**src/verilog/lockstep_pkg.sv**
```systemverilog
// ************************************************
// Instruction layout is fixed at 32 bits, so xlen must stay 32
// Only the opcodes listed here write back, all others trace as no-ops
// ************************************************
`default_nettype none

package lockstep_pkg;

  localparam int xlen       = 32;
  localparam int imm_w      = 24;
  localparam int nregs      = 4;
  localparam int axi_addr_w = 8;
  localparam int strb_w     = xlen / 8;

  // Shadow core lag in cycles, valid range 1 to 8
  localparam int LOCKSTEP_DELAY_DEFAULT = 2;

  typedef enum logic [3:0] {
    OP_ADD  = 4'h0,
    OP_SUB  = 4'h1,
    OP_XOR  = 4'h2,
    OP_AND  = 4'h3,
    OP_ADDI = 4'h4,
    OP_LI   = 4'h5
  } lockstep_op_e;

  // Register-register view
  typedef struct packed {
    lockstep_op_e op;
    logic [1:0]   rd;
    logic [1:0]   rs1;
    logic [1:0]   rs2;
    logic [21:0]  rsvd;
  } lockstep_rtype_s;

  // Immediate view, imm is sign-extended to xlen
  typedef struct packed {
    lockstep_op_e             op;
    logic [1:0]               rd;
    logic [1:0]               rs1;
    logic signed [imm_w-1:0]  imm;
  } lockstep_itype_s;

  typedef union packed {
    lockstep_rtype_s rtype;
    lockstep_itype_s itype;
  } lockstep_insn_u;

  // Register map, byte addresses
  localparam logic [axi_addr_w-1:0] REG_CTRL   = 8'h00;
  localparam logic [axi_addr_w-1:0] REG_INSN   = 8'h04;
  localparam logic [axi_addr_w-1:0] REG_INJECT = 8'h08;
  localparam logic [axi_addr_w-1:0] REG_STATUS = 8'h0C;
  localparam logic [axi_addr_w-1:0] REG_RESULT = 8'h10;

  localparam int CTRL_SOFT_RESET = 0;
  localparam int CTRL_CLEAR_ERR  = 1;  // Self-clearing

  typedef enum logic [1:0] {
    OKAY   = 2'b00,
    SLVERR = 2'b10
  } axi_resp_e;

endpackage

`default_nettype wire

```
**src/verilog/lockstep_csr.sv**
```systemverilog
// ************************************************
// AXI4-Lite slave, one write and one read outstanding
// Address and write data must be valid together
// ************************************************
`timescale 1ns/1ps
`default_nettype none

module lockstep_csr (
  input  logic                                clk,
  input  logic                                rst_n,
  input  logic [lockstep_pkg::axi_addr_w-1:0] s_awaddr,
  input  logic                                s_awvalid,
  output logic                                s_awready,
  input  logic [lockstep_pkg::xlen-1:0]       s_wdata,
  input  logic [lockstep_pkg::strb_w-1:0]     s_wstrb,
  input  logic                                s_wvalid,
  output logic                                s_wready,
  output lockstep_pkg::axi_resp_e             s_bresp,
  output logic                                s_bvalid,
  input  logic                                s_bready,
  input  logic [lockstep_pkg::axi_addr_w-1:0] s_araddr,
  input  logic                                s_arvalid,
  output logic                                s_arready,
  output logic [lockstep_pkg::xlen-1:0]       s_rdata,
  output lockstep_pkg::axi_resp_e             s_rresp,
  output logic                                s_rvalid,
  input  logic                                s_rready,
  output logic                                insn_valid,
  output lockstep_pkg::lockstep_insn_u        insn,
  output logic                                soft_reset,
  output logic                                clear_error,
  output logic [lockstep_pkg::xlen-1:0]       inject_mask,
  input  logic                                main_trace_valid,
  input  logic [lockstep_pkg::xlen-1:0]       main_result,
  input  logic                                corruption,
  input  logic [7:0]                          mismatch_count
);
  import lockstep_pkg::*;

  logic            wr_start;
  logic            wr_fire;
  logic            wr_err;
  logic            rd_start;
  logic            rd_fire;
  logic            rd_err;
  logic [xlen-1:0] rd_data;
  logic [xlen-1:0] strb_mask;
  logic [xlen-1:0] status_word;
  logic [xlen-1:0] last_result;

  // Ready pulses for one cycle, then the response channel holds
  assign wr_start = s_awvalid && s_wvalid && !s_awready && !s_bvalid;
  assign wr_fire  = s_awvalid && s_wvalid && s_awready;
  assign rd_start = s_arvalid && !s_arready && !s_rvalid;
  assign rd_fire  = s_arvalid && s_arready;
  assign s_wready = s_awready;

  always_comb begin
    for (int b = 0; b < strb_w; b++) begin
      strb_mask[8*b +: 8] = {8{s_wstrb[b]}};
    end
  end

  always_comb begin
    case (s_awaddr)
      REG_CTRL, REG_INSN, REG_INJECT, REG_STATUS, REG_RESULT: wr_err = 1'b0;
      default: wr_err = 1'b1;
    endcase
  end

  assign status_word = {{(xlen - 16){1'b0}}, mismatch_count, 7'b0, corruption};

  always_comb begin
    rd_data = '0;
    rd_err  = 1'b0;
    case (s_araddr)
      REG_CTRL:   rd_data = {{(xlen - 1){1'b0}}, soft_reset};
      REG_INSN:   rd_data = insn;
      REG_INJECT: rd_data = inject_mask;
      REG_STATUS: rd_data = status_word;
      REG_RESULT: rd_data = last_result;
      default:    rd_err  = 1'b1;
    endcase
  end

  // Write channel handshake
  always_ff @(posedge clk or negedge rst_n) begin
    if (!rst_n) begin
      s_awready <= 1'b0;
      s_bvalid  <= 1'b0;
      s_bresp   <= OKAY;
    end else begin
      s_awready <= wr_start;
      if (wr_fire) begin
        s_bvalid <= 1'b1;
        s_bresp  <= wr_err ? SLVERR : OKAY;
      end else if (s_bready) begin
        s_bvalid <= 1'b0;
      end
    end
  end

  // Read channel handshake
  always_ff @(posedge clk or negedge rst_n) begin
    if (!rst_n) begin
      s_arready <= 1'b0;
      s_rvalid  <= 1'b0;
      s_rresp   <= OKAY;
    end else begin
      s_arready <= rd_start;
      if (rd_fire) begin
        s_rvalid <= 1'b1;
        s_rresp  <= rd_err ? SLVERR : OKAY;
      end else if (s_rready) begin
        s_rvalid <= 1'b0;
      end
    end
  end

  always_ff @(posedge clk) begin
    if (rd_fire) begin
      s_rdata <= rd_data;
    end
  end

  // Register updates
  always_ff @(posedge clk or negedge rst_n) begin
    if (!rst_n) begin
      soft_reset  <= 1'b0;
      clear_error <= 1'b0;
      insn_valid  <= 1'b0;
      insn        <= '0;
      inject_mask <= '0;
      last_result <= '0;
    end else begin
      clear_error <= 1'b0;
      insn_valid  <= 1'b0;
      if (main_trace_valid) begin
        last_result <= main_result;
        inject_mask <= '0;  // Fault is one-shot
      end
      if (wr_fire) begin
        case (s_awaddr)
          REG_CTRL: begin
            if (s_wstrb[0]) begin
              soft_reset  <= s_wdata[CTRL_SOFT_RESET];
              clear_error <= s_wdata[CTRL_CLEAR_ERR];
            end
          end
          REG_INSN: begin
            insn       <= s_wdata;  // Strobes ignored
            insn_valid <= 1'b1;
          end
          REG_INJECT: begin
            inject_mask <= (inject_mask & ~strb_mask) | (s_wdata & strb_mask);
          end
          default: begin
          end
        endcase
      end
    end
  end

endmodule

`default_nettype wire

```
**src/verilog/lockstep_delay.sv**
```systemverilog
// ************************************************
// Fixed latency of LOCKSTEP_DELAY cycles, 1 to 8
// ************************************************
`timescale 1ns/1ps
`default_nettype none

module lockstep_delay #(
  parameter int LOCKSTEP_DELAY = lockstep_pkg::LOCKSTEP_DELAY_DEFAULT,
  parameter int WIDTH          = 1
) (
  input  logic             clk,
  input  logic             rst_n,
  input  logic             in_valid,
  input  logic [WIDTH-1:0] in_data,
  output logic             out_valid,
  output logic [WIDTH-1:0] out_data
);

  logic             valid_q [LOCKSTEP_DELAY];
  logic [WIDTH-1:0] data_q  [LOCKSTEP_DELAY];

  if (LOCKSTEP_DELAY < 1 || LOCKSTEP_DELAY > 8) begin : g_bad_delay
    $error("LOCKSTEP_DELAY must be in 1..8");
  end

  always_ff @(posedge clk or negedge rst_n) begin
    if (!rst_n) begin
      for (int i = 0; i < LOCKSTEP_DELAY; i++) begin
        valid_q[i] <= 1'b0;
        data_q[i]  <= '0;
      end
    end else begin
      valid_q[0] <= in_valid;
      data_q[0]  <= in_data;
      for (int i = 1; i < LOCKSTEP_DELAY; i++) begin
        valid_q[i] <= valid_q[i-1];
        data_q[i]  <= data_q[i-1];
      end
    end
  end

  assign out_valid = valid_q[LOCKSTEP_DELAY-1];
  assign out_data  = data_q[LOCKSTEP_DELAY-1];

endmodule

`default_nettype wire

```
**src/verilog/lockstep_top.sv**
```systemverilog
// ************************************************
// Shadow core runs LOCKSTEP_DELAY cycles behind the main core
// ************************************************
`timescale 1ns/1ps
`default_nettype none

module lockstep_top #(
  parameter int LOCKSTEP_DELAY = lockstep_pkg::LOCKSTEP_DELAY_DEFAULT
) (
  input  logic                                clk,
  input  logic                                rst_n,
  input  logic [lockstep_pkg::axi_addr_w-1:0] s_awaddr,
  input  logic                                s_awvalid,
  output logic                                s_awready,
  input  logic [lockstep_pkg::xlen-1:0]       s_wdata,
  input  logic [lockstep_pkg::strb_w-1:0]     s_wstrb,
  input  logic                                s_wvalid,
  output logic                                s_wready,
  output lockstep_pkg::axi_resp_e             s_bresp,
  output logic                                s_bvalid,
  input  logic                                s_bready,
  input  logic [lockstep_pkg::axi_addr_w-1:0] s_araddr,
  input  logic                                s_arvalid,
  output logic                                s_arready,
  output logic [lockstep_pkg::xlen-1:0]       s_rdata,
  output lockstep_pkg::axi_resp_e             s_rresp,
  output logic                                s_rvalid,
  input  logic                                s_rready,
  output logic                                shadow_reset,
  output logic                                corruption_detected
);
  import lockstep_pkg::*;

  localparam int in_w    = 1 + xlen;  // Soft reset and instruction
  localparam int trace_w = 2 + xlen;  // rd and result

  logic             insn_valid;
  lockstep_insn_u   insn;
  logic             soft_reset;
  logic             clear_error;
  logic [xlen-1:0]  inject_mask;
  logic             main_trace_valid;
  logic [1:0]       main_trace_rd;
  logic [xlen-1:0]  main_trace_result;
  logic [xlen-1:0]  main_result_inj;
  logic             shadow_insn_valid;
  logic [in_w-1:0]  shadow_in_data;
  lockstep_insn_u   shadow_insn;
  logic             shadow_trace_valid;
  logic [1:0]       shadow_trace_rd;
  logic [xlen-1:0]  shadow_trace_result;
  logic             dly_trace_valid;
  logic [trace_w-1:0] dly_trace_data;
  logic [7:0]       mismatch_count;

  // Fault injection on the main trace only
  assign main_result_inj = main_trace_result ^ inject_mask;

  assign shadow_reset = shadow_in_data[in_w-1];
  assign shadow_insn  = shadow_in_data[xlen-1:0];

  lockstep_csr u_csr (
    .clk, .rst_n,
    .s_awaddr, .s_awvalid, .s_awready,
    .s_wdata, .s_wstrb, .s_wvalid, .s_wready,
    .s_bresp, .s_bvalid, .s_bready,
    .s_araddr, .s_arvalid, .s_arready,
    .s_rdata, .s_rresp, .s_rvalid, .s_rready,
    .insn_valid, .insn, .soft_reset, .clear_error, .inject_mask,
    .main_trace_valid,
    .main_result    (main_trace_result),
    .corruption     (corruption_detected),
    .mismatch_count
  );

  mini_core core_main (
    .clk, .rst_n, .soft_reset, .insn_valid, .insn,
    .trace_valid  (main_trace_valid),
    .trace_rd     (main_trace_rd),
    .trace_result (main_trace_result)
  );

  lockstep_delay #(.LOCKSTEP_DELAY(LOCKSTEP_DELAY), .WIDTH(in_w)) delay_in (
    .clk, .rst_n,
    .in_valid  (insn_valid),
    .in_data   ({soft_reset, insn}),
    .out_valid (shadow_insn_valid),
    .out_data  (shadow_in_data)
  );

  mini_core core_shadow (
    .clk, .rst_n,
    .soft_reset   (shadow_reset),
    .insn_valid   (shadow_insn_valid),
    .insn         (shadow_insn),
    .trace_valid  (shadow_trace_valid),
    .trace_rd     (shadow_trace_rd),
    .trace_result (shadow_trace_result)
  );

  lockstep_delay #(.LOCKSTEP_DELAY(LOCKSTEP_DELAY), .WIDTH(trace_w)) delay_trace (
    .clk, .rst_n,
    .in_valid  (main_trace_valid),
    .in_data   ({main_trace_rd, main_result_inj}),
    .out_valid (dly_trace_valid),
    .out_data  (dly_trace_data)
  );

  trace_checker u_checker (
    .clk, .rst_n, .clear_error,
    .main_valid    (dly_trace_valid),
    .main_rd       (dly_trace_data[trace_w-1 -: 2]),
    .main_result   (dly_trace_data[xlen-1:0]),
    .shadow_valid  (shadow_trace_valid),
    .shadow_rd     (shadow_trace_rd),
    .shadow_result (shadow_trace_result),
    .corruption_detected,
    .mismatch_count
  );

endmodule

`default_nettype wire

```
**src/verilog/mini_core.sv**
```systemverilog
// ************************************************
// One instruction per insn_valid, no stalls and no hazards
// soft_reset wins over a valid instruction in the same cycle
// ************************************************
`timescale 1ns/1ps
`default_nettype none

module mini_core (
  input  logic                          clk,
  input  logic                          rst_n,
  input  logic                          soft_reset,
  input  logic                          insn_valid,
  input  lockstep_pkg::lockstep_insn_u  insn,
  output logic                          trace_valid,
  output logic [1:0]                    trace_rd,
  output logic [lockstep_pkg::xlen-1:0] trace_result
);
  import lockstep_pkg::*;

  logic [xlen-1:0] regs [nregs];
  logic [xlen-1:0] op_a;
  logic [xlen-1:0] op_b;
  logic [xlen-1:0] imm_ext;
  logic [xlen-1:0] result;
  logic            wb_en;

  // Both views share op, rd and rs1
  assign op_a = regs[insn.rtype.rs1];
  assign op_b = regs[insn.rtype.rs2];

  assign imm_ext = {{(xlen - imm_w){insn.itype.imm[imm_w-1]}}, insn.itype.imm};

  // Execute stage
  always_comb begin
    result = '0;
    wb_en  = 1'b1;
    case (insn.rtype.op)
      OP_ADD: begin
        result = op_a + op_b;
      end
      OP_SUB: begin
        result = op_a - op_b;
      end
      OP_XOR: begin
        result = op_a ^ op_b;
      end
      OP_AND: begin
        result = op_a & op_b;
      end
      OP_ADDI: begin
        result = op_a + imm_ext;
      end
      OP_LI: begin
        result = imm_ext;  // rs1 ignored
      end
      default: begin
        wb_en = 1'b0;      // No-op, result stays zero
      end
    endcase
  end

  // Architectural state and trace strobe
  always_ff @(posedge clk or negedge rst_n) begin
    if (!rst_n) begin
      for (int i = 0; i < nregs; i++) begin
        regs[i] <= '0;
      end
      trace_valid <= 1'b0;
    end else if (soft_reset) begin
      for (int i = 0; i < nregs; i++) begin
        regs[i] <= '0;
      end
      trace_valid <= 1'b0;
    end else begin
      trace_valid <= insn_valid;
      if (insn_valid && wb_en) begin
        regs[insn.rtype.rd] <= result;
      end
    end
  end

  // Trace payload, qualified by trace_valid
  always_ff @(posedge clk) begin
    if (insn_valid) begin
      trace_rd     <= insn.rtype.rd;
      trace_result <= result;
    end
  end

endmodule

`default_nettype wire

```
**src/verilog/trace_checker.sv**
```systemverilog
// ************************************************
// Inputs must already be aligned cycle by cycle
// clear_error wins over a mismatch in the same cycle
// ************************************************
`timescale 1ns/1ps
`default_nettype none

module trace_checker (
  input  logic                          clk,
  input  logic                          rst_n,
  input  logic                          clear_error,
  input  logic                          main_valid,
  input  logic [1:0]                    main_rd,
  input  logic [lockstep_pkg::xlen-1:0] main_result,
  input  logic                          shadow_valid,
  input  logic [1:0]                    shadow_rd,
  input  logic [lockstep_pkg::xlen-1:0] shadow_result,
  output logic                          corruption_detected,
  output logic [7:0]                    mismatch_count
);

  logic mismatch;
  logic payload_diff;

  // Payload only matters when both sides traced
  assign payload_diff = (main_rd != shadow_rd) || (main_result != shadow_result);
  assign mismatch     = (main_valid != shadow_valid) ||
                        (main_valid && shadow_valid && payload_diff);

  always_ff @(posedge clk or negedge rst_n) begin
    if (!rst_n) begin
      corruption_detected <= 1'b0;
      mismatch_count      <= '0;
    end else if (clear_error) begin
      corruption_detected <= 1'b0;
      mismatch_count      <= '0;
    end else if (mismatch) begin
      corruption_detected <= 1'b1;  // Sticky
      if (mismatch_count != 8'hFF) begin
        mismatch_count <= mismatch_count + 8'd1;
      end
    end
  end

endmodule

`default_nettype wire

```
**config.mk**
```make
export PLATFORM = sky130hd
export DESIGN_NAME = lockstep_top
export DESIGN_NICKNAME = d
export VERILOG_FILES = /design/src/verilog/lockstep_pkg.sv /design/src/verilog/lockstep_csr.sv /design/src/verilog/lockstep_delay.sv /design/src/verilog/lockstep_top.sv /design/src/verilog/mini_core.sv /design/src/verilog/trace_checker.sv
export SDC_FILE = /design/constraint.sdc
export NUM_CORES = 1
export LEC_CHECK = 0
export ABC_AREA = 1
export BUFFER_PORTS_ARGS = -buffer_cell sky130_fd_sc_hd__buf_2
export CAP_MARGIN = 5
export CORE_MARGIN = 2
export CORE_UTILIZATION = 55
export CTS_CLUSTER_SIZE = 16
export DETAILED_ROUTE_END_ITERATION = 10
export PLACE_DENSITY = 0.72
export SLEW_MARGIN = 20
export SYNTH_ARGS = -nofsm -noshare
export SYNTH_HDL_FRONTEND = slang
export SYNTH_HIERARCHICAL = 1
export SYNTH_SLANG_ARGS = --single-unit
```
**constraint.sdc**
```tcl
create_clock -name clk -period 4.7 [get_ports clk]
set_input_delay 0.47 -clock clk [delete_from_list [all_inputs] [get_ports clk]]
set_output_delay 0.47 -clock clk [all_outputs]
set_load 0.005 [all_outputs]
```
==> results by group <==
Drt
  • Vias per inst: 5.825
  • First-iteration detailed-routing DRC count: 3,519
  • DR vias: 31,940
  • DR pass1 iterations: 6
  • Final wirelength: 110,200 um
  • # DRC: 0
  • Routed len/inst: 20.10 um
  • Antenna-violating nets left: 0

Critical path
  • Critical path launch point type: flip-flop
  • CP max FO: 41
  • Reg2Reg Setup Slack: 0.12 ns
  • Worst EP arrival: 4.83 ns
  • Critical Path RT: 4.95 ns
  • FF-to-FF path depth: 21
  • Critical Path Slowest Stage Cell: dfrtp_2
  • Critical-path cell list: buf_4 -> buf_4 -> nand2_1 -> nand3_1 -> nand2_1 -> nand2_1 -> nor4_2 -> buf_4 -> nand3b_1 -> nor2_2 -> nor2_1 -> o31ai_1 -> ha_1 -> nand2_1 -> inv_1 -> nand3_1 -> o221ai_1 -> nor2_1 -> nand2_1 -> o21ai_0 -> nand4_1
  • Crit-path most repeated cell: nand2_1
  • Critical path capture point type: flip-flop
  • Reg2reg start: delay_in/out_data[22]$_DFF_PN0_
  • Max incr delay on CP: 0.45 ns
  • Crit-path leading delay family: simple AND/OR/NAND/NOR gates
  • Reg-to-reg endpoint: core_shadow/trace_result[28]$_DFFE_PP_
  • Crit path kind: flip-flop to flip-flop
  • CP bufs+invs: 4

Placed design
  • GP Congestion: 1.027
  • Area after DPL: 36,310 sq um
  • DP HPWL: 76,310 um
  • Port bufs: 99
  • Pre-CTS setup slack: 0.1620 ns

Yosys
  • Post-synth EDFFs: 100
  • Seq/Total Area, Yosys: 0.4472
  • Synth area leader: dfrtp_1
  • Synth async-reset ratio: 0.8361
  • Synth cell count leaders: nand2_1 (1,549), dfrtp_1 (510), inv_1 (363)
  • Yosys reg bits: 610
  • Cell variety after synth: 64
  • Synth Flop Type: dfrtp_1
  • Synth Instances: 4,540
  • Synth Warn #: 6
  • Netlist Area Pre-Place: 35,250 sq um
  • Most frequent cell after synthesis: nand2_1
  • Mean Syn Cell Area: 7.765 sq um
  • Yosys top cell area share: 0.3620
  • Synth top area cells: dfrtp_1 (36%), nand2_1 (16%), edfxtp_1 (8.5%)

Pwr
  • Pleak: 20.13 nW
  • Final Total Pwr: 11.37 mW
  • Power per cell area: 292.0 nW/um^2
  • Worst VDD drop: 0.3419 mV

Min path
  • Hold Path End: u_csr/s_bvalid$_DFFE_PN0P_
  • HP Class: input pin to flip-flop
  • Hold path startpoint: s_bready
  • Hold-critical path depth: 2

Floorplanning
  • Row cnt: 92
  • Die Ht: 257.2 um
  • Horiz. Die Dim: 257.2 um
  • I/O pin count: 102
  • CORE AREA: 63,200 sq um
  • Die Area: 66,140 sq um
  • Starting Density: 0.5578

Timing
  • Worst Slack Setup Final: 0.1202 ns
  • Final Cycle Share: 0.9744
  • Final slew viol count: 0
  • Fmax: 218.3 MHz
  • Least-Margin Pin Slew: 1.003 ns
  • Setup Skew: 0.02120 ns
  • Rel. slew slack: 0.3303
  • Min Hold Slack: 0.04339 ns
  • Final setup vio count: 0
  • Endpoints failing hold: 0
  • Minimum clock period: 4.580 ns

Global route
  • Initial antenna violation count: 1
  • Vias in the first global route: 30,430
  • First-pass GRT wire length: 172,900 um
  • Largest net degree at the start of global routing: 130
  • Congestion Overflow GR: 0
  • Met2 GRT Util: 0.5403
  • Gr busiest metal: met2
  • Met3 track demand over resource: 0.05083
  • GRT Total Usage: 0.3328
  • Met1 GRT Util: 0.4529

CTS
  • Total clock sinks: 610
  • Root Driver: clkbuf_16
  • Worst-Skew Late Latency: 0.61 ns
  • CTS tree: built
  • Clk pin slew, worst setup/hold paths: 0.06 ns
  • H-tree depth: 3
  • Clock Path Buffers: 3
  • CTS Buf Count: 68

Cells and area
  • Diodes inserted: 0
  • Layout area overhead: 10.43%
  • Finished Cell Area: 38,930 sq um
  • Layout cells sized above 1: 0.1173
  • Nets: 4,776

Status
  • Status: finished clean

Run
  • Max_cap viols: 0
-- layout make-up --
class	instances	area, sq um
inverters	395	1485
repair buffers	217	1505
well taps	846	1059
fillers	5642	24270
clock buffers	99	2063
multi-input cells	3291	16770
flip-flops and latches	610	15770
clock inverters	26	271.5
-- per-layer routing --
layer,up-vias,wire length (um)
li1,14970,-
met1,15210,46080
met2,1493,51220
met3,274,8878
met4,0,4057
met5,-,0
-- metrics by stage --
step,setup TNS [ns],cells,utilization
floorplan,0,4541,-
global placement,0,5345,0.5746
detailed placement,0,5345,0.5746
CTS,0,5471,0.6117
global route,-0.2717,5484,0.6160
finish,0,5484,0.6160
-- worst register-to-register path, delay by kind of cell (launching register included) --
kind	cells	cell delay [ns]
simple gates	13	2.14
fa+ha+maj	1	0.33
buf+inv	4	0.67
flops	1	0.45
compound gates	3	0.63
-- kinds of logic after synthesis --
logic type,count (synthesis),synth area share
AO/OA/AOI/OAI,748,0.1225
XOR/XNOR,25,0.006211
adder cells (fa/ha/maj),134,0.04799
buffers and inverters,640,0.08280
flip-flops,610,0.4472
multiplexers,31,0.009902
other,1,0.0001064
AND/OR/NAND/NOR,2351,0.2833
-- repair_timing --
| item | in CTS | in global routing |
|---|---|---|
| endpoints found under the hold margin | 108 | 0 |
| resized for setup | 0 | 55 |
| hold buffers | 1 | 0 |
| endpoints found under the setup margin | 0 | 119 |
| buffers inserted | 0 | 13 |
-- state kept, by name, indices dropped and copies added, names as in the netlist, 2 cells and up, named ones only --
name and count:
delay_trace/out_data 34, u_csr/s_rdata 32, core_main/trace_result 32, u_csr/insn 32, delay_in/out_data 33, core_main/regs 128, core_shadow/trace_result 32, core_shadow/trace_rd 2
core_shadow/regs 128, delay_trace/data_q 34, u_checker/mismatch_count 8, core_main/trace_rd 2, u_csr/last_result 32, delay_in/data_q 33
-- layout by cell type, fill, tap and decap left out, types with 98 or more instances in the layout --
cell / Yosys / layout
inv_1: 363 / 361
edfxtp_1: 100 / 100
o21ai_0: 334 / 330
buf_2: 44 / 98
buf_4: 80 / 106
nor2_1: 289 / 274
a21oi_1: 136 / 129
ha_1: 132 / 125
nand3_1: 284 / 281
nand2_1: 1549 / 1541
dfrtp_1: 510 / 503
-- report_power, final --
group | total [mW] | leakage, nW | internal, mW | switching (mW)
Sequential | 5.42 | 7.78 | 5.39 | 0.0223
Clock | 5.50 | 1.16 | 3.29 | 2.22
Combinational | 0.448 | 11.2 | 0.126 | 0.322
Total | 11.4 | 20.1 | 8.81 | 2.56
-- worst max-delay path by stage --
| stage | cells after the start | to | start | slack (ns) |
|---|---|---|---|---|
| after global routing | 23 | core_shadow/regs[92]$_DFFE_PN0P_ | delay_in/out_data[22]$_DFF_PN0_ | -0.05 |
| after detailed placement | 25 | core_main/trace_result[29]$_DFFE_PP_ | u_csr/insn[23]$_DFFE_PN0P_ | 0.16 |
| after global placement | 20 | core_shadow/trace_result[28]$_DFFE_PP_ | delay_in/out_data[23]$_DFF_PN0_ | 0.18 |
| after floorplan | 25 | core_main/trace_result[27]$_DFFE_PP_ | u_csr/insn[22]$_DFFE_PN0P_ | 0.69 |
| after CTS | 29 | core_shadow/regs[93]$_DFFE_PN0P_ | delay_in/out_data[22]$_DFF_PN0_ | 0.12 |
| final | 21 | core_shadow/trace_result[28]$_DFFE_PP_ | delay_in/out_data[22]$_DFF_PN0_ | 0.12 |
Note: power is estimated with default switching activity, not from simulation.
